<file path="config.mk">
export PLATFORM = sky130hd
export DESIGN_NAME = max_pool
export DESIGN_NICKNAME = d
export VERILOG_FILES = /design/src/conv_acc_pkg.sv /design/src/max_pool.sv
export SDC_FILE = /design/constraint.sdc
export NUM_CORES = 1
export LEC_CHECK = 0
export BUFFER_PORTS_ARGS = -buffer_cell sky130_fd_sc_hd__buf_2
export CORE_MARGIN = 5
export CORE_UTILIZATION = 29
export DETAILED_ROUTE_END_ITERATION = 7
export GPL_TIMING_DRIVEN = 0
export PLACE_DENSITY = 0.56
export RECOVER_POWER = 25
export SLEW_MARGIN = 20
export SYNTH_ARGS = -nofsm -noshare
export SYNTH_HDL_FRONTEND = slang
export SYNTH_SLANG_ARGS = --single-unit
</file>
<file path="constraint.sdc">
create_clock -name clk -period 12.8 [get_ports clk]
set_clock_uncertainty 0.2 [all_clocks]
set_input_delay 1.92 -clock clk [delete_from_list [all_inputs] [get_ports clk]]
set_output_delay 1.92 -clock clk [all_outputs]
set_load 0.01 [all_outputs]
</file>
<file path="src/conv_acc_pkg.sv">
package conv_acc_pkg;

	localparam int req_addr_w = 16;
	localparam int req_data_w = 8;

	// one access to a buffer, used by host and engine alike
	typedef struct packed {
		logic                  cs;
		logic                  we;
		logic [req_addr_w-1:0] addr;
		logic [req_data_w-1:0] wdata;
	} ram_req_t;

	// bank the host port addresses
	typedef enum logic [1:0] {
		bank_param  = 2'd0,
		bank_input  = 2'd1,
		bank_output = 2'd2
	} bank_sel_t;

	typedef enum logic [2:0] {
		st_idle        = 3'd0,
		// three reads plus one latency cycle
		st_load_param  = 3'd1,
		// k*k reads plus the last fold
		st_load_window = 3'd2,
		st_write       = 3'd3,
		// one cycle, finish is high here
		st_done        = 3'd4
	} pool_state_t;

	// parameter buffer layout
	localparam logic [req_addr_w-1:0] param_addr_rows     = 16'd0;
	localparam logic [req_addr_w-1:0] param_addr_channels = 16'd1;
	localparam logic [req_addr_w-1:0] param_addr_kernel   = 16'd2;

	// most negative pixel, seed of the running maximum
	localparam logic signed [7:0] pixel_min = 8'sh80;

endpackage
</file>
<file path="src/max_pool.sv">
module max_pool #(
	parameter int ADDR_W       = 12,
	parameter int PARAM_ADDR_W = 2
) (
	input  logic                   clk,
	input  logic                   rst,
	input  logic                   start,
	output logic                   finish,
	output logic                   busy,
	output conv_acc_pkg::ram_req_t param_req,
	output conv_acc_pkg::ram_req_t input_req,
	output conv_acc_pkg::ram_req_t output_req,
	input  logic [7:0]             param_rdata,
	input  logic [7:0]             input_rdata
);

	conv_acc_pkg::pool_state_t state;
	conv_acc_pkg::pool_state_t next_state;

	// layer parameters
	logic [7:0] rows;
	logic [7:0] channels;
	logic       k_is4;

	logic [1:0]              load_cnt;
	logic [PARAM_ADDR_W-1:0] param_addr;

	// window walk
	logic [1:0]        col_off;
	logic [1:0]        row_off;
	logic [7:0]        win_col;
	logic [7:0]        win_row;
	logic [7:0]        chan;
	logic              rd_done;
	logic [ADDR_W-1:0] out_addr;

	// fold pipeline, one cycle behind the reads
	logic              rd_valid;
	logic              rd_first;
	logic signed [7:0] pixel;
	logic signed [7:0] fold_base;
	logic signed [7:0] run_max;

	logic [1:0] k_shift;
	logic [1:0] k_last;
	logic [7:0] win_last;
	logic       reading;
	logic       elem_last;
	logic       win_final;
	logic       kernel_ok;

	logic [ADDR_W-1:0] rows_w;
	logic [ADDR_W-1:0] row_idx;
	logic [ADDR_W-1:0] col_idx;
	logic [ADDR_W-1:0] rd_addr;

	assign k_shift   = k_is4 ? 2'd2 : 2'd1;
	assign k_last    = k_is4 ? 2'd3 : 2'd1;
	assign win_last  = (rows >> k_shift) - 8'd1;
	assign reading   = (state == conv_acc_pkg::st_load_window) && !rd_done;
	assign elem_last = (col_off == k_last) && (row_off == k_last);
	assign win_final = (win_col == win_last) && (win_row == win_last)
		&& (chan == channels - 8'd1);
	assign kernel_ok = (param_rdata == 8'd2) || (param_rdata == 8'd4);

	assign rows_w  = ADDR_W'(rows);
	assign row_idx = (ADDR_W'(win_row) << k_shift) + ADDR_W'(row_off);
	assign col_idx = (ADDR_W'(win_col) << k_shift) + ADDR_W'(col_off);
	// channel-major: plane, then row, then column
	assign rd_addr = ADDR_W'(chan) * rows_w * rows_w + row_idx * rows_w + col_idx;

	always_comb begin
		case (load_cnt)
			2'd0:    param_addr = PARAM_ADDR_W'(conv_acc_pkg::param_addr_rows);
			2'd1:    param_addr = PARAM_ADDR_W'(conv_acc_pkg::param_addr_channels);
			default: param_addr = PARAM_ADDR_W'(conv_acc_pkg::param_addr_kernel);
		endcase
	end

	always_ff @(posedge clk or negedge rst) begin
		if (!rst) begin
			state <= conv_acc_pkg::st_idle;
		end else begin
			state <= next_state;
		end
	end

	always_comb begin
		next_state = state;
		case (state)
			conv_acc_pkg::st_idle: begin
				if (start) begin
					next_state = conv_acc_pkg::st_load_param;
				end
			end
			conv_acc_pkg::st_load_param: begin
				// kernel arrives in the last load cycle
				if (load_cnt == 2'd3) begin
					if (kernel_ok && (rows != 8'd0) && (channels != 8'd0)) begin
						next_state = conv_acc_pkg::st_load_window;
					end else begin
						next_state = conv_acc_pkg::st_done;
					end
				end
			end
			conv_acc_pkg::st_load_window: begin
				if (rd_done) begin
					next_state = conv_acc_pkg::st_write;
				end
			end
			conv_acc_pkg::st_write: begin
				if (win_final) begin
					next_state = conv_acc_pkg::st_done;
				end else begin
					next_state = conv_acc_pkg::st_load_window;
				end
			end
			default: begin
				next_state = conv_acc_pkg::st_idle;
			end
		endcase
	end

	always_ff @(posedge clk or negedge rst) begin
		if (!rst) begin
			load_cnt <= 2'd0;
		end else if (state == conv_acc_pkg::st_load_param) begin
			load_cnt <= load_cnt + 2'd1;
		end else begin
			load_cnt <= 2'd0;
		end
	end

	// read data lags the address by one cycle
	always_ff @(posedge clk or negedge rst) begin
		if (!rst) begin
			rows     <= 8'd0;
			channels <= 8'd0;
			k_is4    <= 1'b0;
		end else if (state == conv_acc_pkg::st_load_param) begin
			case (load_cnt)
				2'd1:    rows <= param_rdata;
				2'd2:    channels <= param_rdata;
				2'd3:    k_is4 <= (param_rdata == 8'd4);
				default: ;
			endcase
		end
	end

	// element offsets inside the window
	always_ff @(posedge clk or negedge rst) begin
		if (!rst) begin
			col_off <= 2'd0;
			row_off <= 2'd0;
			rd_done <= 1'b0;
		end else if (reading) begin
			if (elem_last) begin
				col_off <= 2'd0;
				row_off <= 2'd0;
				rd_done <= 1'b1;
			end else if (col_off == k_last) begin
				col_off <= 2'd0;
				row_off <= row_off + 2'd1;
			end else begin
				col_off <= col_off + 2'd1;
			end
		end else if (state != conv_acc_pkg::st_load_window) begin
			col_off <= 2'd0;
			row_off <= 2'd0;
			rd_done <= 1'b0;
		end
	end

	// window position, stepped once per written result
	always_ff @(posedge clk or negedge rst) begin
		if (!rst) begin
			win_col  <= 8'd0;
			win_row  <= 8'd0;
			chan     <= 8'd0;
			out_addr <= '0;
		end else if (state == conv_acc_pkg::st_load_param) begin
			win_col  <= 8'd0;
			win_row  <= 8'd0;
			chan     <= 8'd0;
			out_addr <= '0;
		end else if (state == conv_acc_pkg::st_write) begin
			out_addr <= out_addr + 1'b1;
			if (win_col == win_last) begin
				win_col <= 8'd0;
				if (win_row == win_last) begin
					win_row <= 8'd0;
					chan    <= chan + 8'd1;
				end else begin
					win_row <= win_row + 8'd1;
				end
			end else begin
				win_col <= win_col + 8'd1;
			end
		end
	end

	always_ff @(posedge clk or negedge rst) begin
		if (!rst) begin
			rd_valid <= 1'b0;
			rd_first <= 1'b0;
		end else begin
			rd_valid <= reading;
			rd_first <= reading && (col_off == 2'd0) && (row_off == 2'd0);
		end
	end

	assign pixel     = input_rdata;
	assign fold_base = rd_first ? conv_acc_pkg::pixel_min : run_max;

	// signed compare, so 0x7f beats any negative pixel
	always_ff @(posedge clk) begin
		if (rd_valid) begin
			run_max <= (pixel > fold_base) ? pixel : fold_base;
		end
	end

	assign busy   = (state != conv_acc_pkg::st_idle);
	assign finish = (state == conv_acc_pkg::st_done);

	always_comb begin
		param_req        = '0;
		param_req.cs     = (state == conv_acc_pkg::st_load_param) && (load_cnt != 2'd3);
		param_req.addr   = 16'(param_addr);
		input_req        = '0;
		input_req.cs     = reading;
		input_req.addr   = 16'(rd_addr);
		output_req       = '0;
		output_req.cs    = (state == conv_acc_pkg::st_write);
		output_req.we    = (state == conv_acc_pkg::st_write);
		output_req.addr  = 16'(out_addr);
		output_req.wdata = run_max;
	end

	// a result goes out only right after its last fold
	a_write_after_fold: assert property (
		@(posedge clk) disable iff (!rst)
		output_req.we |-> $past(rd_valid) && !rd_valid
	) else begin
		$error("output write not right after the last fold of a window");
	end

	a_finish_quiet: assert property (
		@(posedge clk) disable iff (!rst)
		finish |-> !(param_req.cs || input_req.cs || output_req.cs) ##1 !busy
	) else begin
		$error("bank access during finish or engine still busy after it");
	end

endmodule

</file>
==> impl_metrics.csv <==
group,metric,value,unit
clock_network,clock_path_buffers,2,
critical_path,slowest_delay,560,ps
routing,routed_via_density,4.444,
critical_path,path_buf_inv,8,
power_and_ir_drop,p_leak,5.998,nW
floorplanning,die_w,204.6,um
logic_synthesis,synth_ff_type,"dfrtp_1",
place,pre_cts_ws,442.9,ps
logic_synthesis,ys_async_sr_fraction,89.04,%
clock_network,cts-root-buf,"clkbuf_16",
global_routing,antenna_found_initial,0,
sta,timing.final.crit_share,95.24,%
min_path,hold_class,"reg2reg",
floorplanning,dieArea,41840,um2
logic_synthesis,yosys_warnings,0,
floorplanning,io_pins,99,
critical_path,critPathMaxFanout,10,
sta,max_freq,82.03,MHz
critical_path,slowest_stage,"fa_1",
sta,slew_viol_final,52,
critical_path,arrival,10070,ps
place,dp_hpwl,22280,um
sta,rsz0062_at_grt,"no",
cells_and_area,antenna_cells,0,
sta,tightest_slew,2839,ps
floorplanning,core-area,37490,um2
critical_path,crit_family,"adder cells",
floorplanning,fp.dieH,204.6,um
clock_network,clkSlewWorstSetupHoldPaths,60,ps
routing,vias,8225,
routing,routedWlPerCell,14.75,um
clock_network,h-tree-depth,3,
flow_run,drv_cap,1,
cells_and_area,drive_gt1_share,11.87,%
logic_synthesis,syn_area_per_cell,8.946,um2
place,place.gp.congestion,0.8293,
sta,slew_headroom,-89.26,%
power_and_ir_drop,pwr_density_cell,87.97,nW/um2
cells_and_area,fin_nets,1571,
cells_and_area,syn_to_final_growth,12.79,%
place,portBuffers,58,
clock_network,cts.sink_count,73,
sta,min_period,12190,ps
logic_synthesis,netlist_area,10980,um2
outcome,status,"finished with violations",
logic_synthesis,synth_area_leaders,"fa_1 24%, dfrtp_1 15%, ha_1 9.8%",
logic_synthesis,yosysTopAreaCell,"fa_1",
critical_path,crit_type,"reg2out",
logic_synthesis,syn_inst,1227,
routing,drt_iter0_drc,412,
logic_synthesis,post-synth-top-count-cell,"inv_1",
global_routing,grtUsageTotal,13.39,%
cells_and_area,final_cell_count_no_fill,1851,
clock_network,cts_setup_buffers,0,
critical_path,crit_top_cell,"fa_1",
routing,drc,0,
sta,finalSetupViolCount,0,
routing,drtPass1Iterations,5,
sta,hold_viol_final,0,
routing,routed_wl,27300,um
logic_synthesis,synth_cell_types,65,
clock_network,cts_made_buffers,9,
critical_path,cp.required,10680,ps
clock_network,cts_tree,"built",
outcome,violations,"max-capacitance violations, max-slew violations",
logic_synthesis,synth_edf_count,8,
floorplanning,start_util,29.28,%
power_and_ir_drop,peakVddDrop,0.06368,mV
global_routing,grt_pass1_wl,45470,um
global_routing,grt_overflow,0,
floorplanning,rows,71,
routing,ant_nets,0,
logic_synthesis,ys_seq_area_share,17.01,%
logic_synthesis,synth_seq_cells,73,
logic_synthesis,synth_top_area_share,23.89,%
global_routing,grt_start_max_net_pins,52,
power_and_ir_drop,p_total,0.001089,W
global_routing,grt_pass1_vias,8514,
sta,fin_tns_setup,0,ps
critical_path,cp-start-kind,"register",
logic_synthesis,synth_common_cells,"193 x inv_1, 131 x fa_1, 122 x nand2_1, 97 x and2_1, 86 x ha_1",
critical_path,crit_path_end_kind,"output pin",
place,dpl.cell_count,1838,
sta,worst_slack,609.6,ps
clock_network,clk_latency,340,ps
==> cell type report <==
type	instances	area [um2]
well taps	511	639.4
inverters	193	724.4
plain buffers	96	554.3
multi-input cells	903	7981
fillers	3956	25110
flip-flops and latches	73	1867
repair buffers	59	292.8
clock inverters	6	71.32
clock buffers	10	250.2
==> registers in the layout, indices dropped and copies added (netlist names) <==
register  cells
run_max       8
rd_first      1
state         3
k_is4         1
rd_valid      1
chan          8
row_off       2
win_col       8
load_cnt      2
col_off       2
win_row       8
channels      8
rows          8
out_addr     12
rd_done       1
==> worst paths after layout <==
check                           slack, ps                 endpoint  cells after the start                 start
worst min-delay path                  340     state[0]$_DFFE_PN0P_                      1  state[2]$_DFFE_PN0P_
max in group asynchronous            7760   row_off[0]$_DFFE_PN0P_                      2                   rst
worst max register to register       7560      chan[1]$_DFFE_PN0P_                     15     k_is4$_DFFE_PN0P_
worst min register to register        340     state[0]$_DFFE_PN0P_                      1  state[2]$_DFFE_PN0P_
worst max-delay path                  610            input_req[19]                     33   rows[6]$_DFFE_PN0P_
min in group asynchronous            1460  channels[5]$_DFFE_PN0P_                      1                   rst
==> worst reg2reg max path, stage by stage, from the launching register on <==
cell and delay [ps]:
dfrtp_1 490, buf_6 200, buf_4 190, buf_2 260, clkbuf_1 370, clkbuf_1 550, mux2i_1 270, ha_1 280
xnor3_1 420, nor3_1 200, nand4b_1 130, or4_4 600, nand3b_4 210, a21oi_4 240, buf_6 180, mux2_2 340
==> layer usage <==
layer  vias to the layer above  global-route usage (%)  part of all wire (%)
met4                         0                   2.441                   1.5
met1                      4096                   18.68                    47
met5                         -                       0                     0
met3                        26                   1.963                   3.7
li1                       3967                       -                     -
met2                       136                   22.41                    48
==> per-stage QoR <==
| step | utilization, % | area, um2 | hold WS (ps) |
|---|---|---|---|
| after floorplan | - | 11130 | 282.9 |
| after global placement | 32.17 | 12060 | 321.6 |
| after detailed placement | 32.25 | 12090 | 331.3 |
| after CTS | 33.11 | 12410 | 347.7 |
| after global routing | 33.03 | 12380 | 374.4 |
| final | 33.03 | 12380 | 340.6 |
==> layout by cell type, fill, tap and decap left out, types with 3 or more instances in the layout <==
cell       synthesis  routed
fa_1             131     131
a21o_1             3       3
clkbuf_1          47      40
o21bai_1           3       3
nand3_1           26      26
nor2b_1           15      15
mux2i_1           26      26
xnor2_1           63      63
nor3_1            12      12
clkbuf_2           0       6
inv_1            193     193
ha_1              86      86
mux2_2            18      18
buf_6              3       3
xor2_1            43      43
buf_4             43      43
buf_2              2      59
nor4_1             4       4
o21a_1             4       4
buf_1              4       4
a31oi_1            3       3
o21ai_0           25      25
and2_1            97      95
a32o_1             3       3
or3_1              3       3
nor2_1            59      59
a22o_1             3       3
nand2b_1          18      18
clkbuf_16          0      10
dfrtp_1           65      65
a21oi_1           23      23
nand4_1           15      15
edfxtp_1           8       8
nand2_1          122     122
and4_1             3       3
and3_1            13      13
xnor3_1            3       3
conb_1             2      43
==> cells by family after synthesis <==
group | synth area share [%]
buffers and inverters | 11.68
AO/OA/AOI/OAI | 5.278
AND/OR/NAND/NOR | 18.84
adder cells (fa/ha/maj) | 33.69
multiplexers | 4.354
XOR/XNOR | 9.073
other | 0.06842
flip-flops | 17.01
==> power breakdown <==
part	switching [W]	leakage, nW	internal (W)
registers	0.0000450	0.921	0.000283
logic	0.000276	4.93	0.000215
clock network	0.000106	0.151	0.000165
==> what timing repair did <==
action / 4_1_cts / 5_1_grt
setup endpoints to repair: 0 / 1
hold buffers: 0 / 0
gates resized for setup: 0 / 12
(Power assumes the default switching activity.)
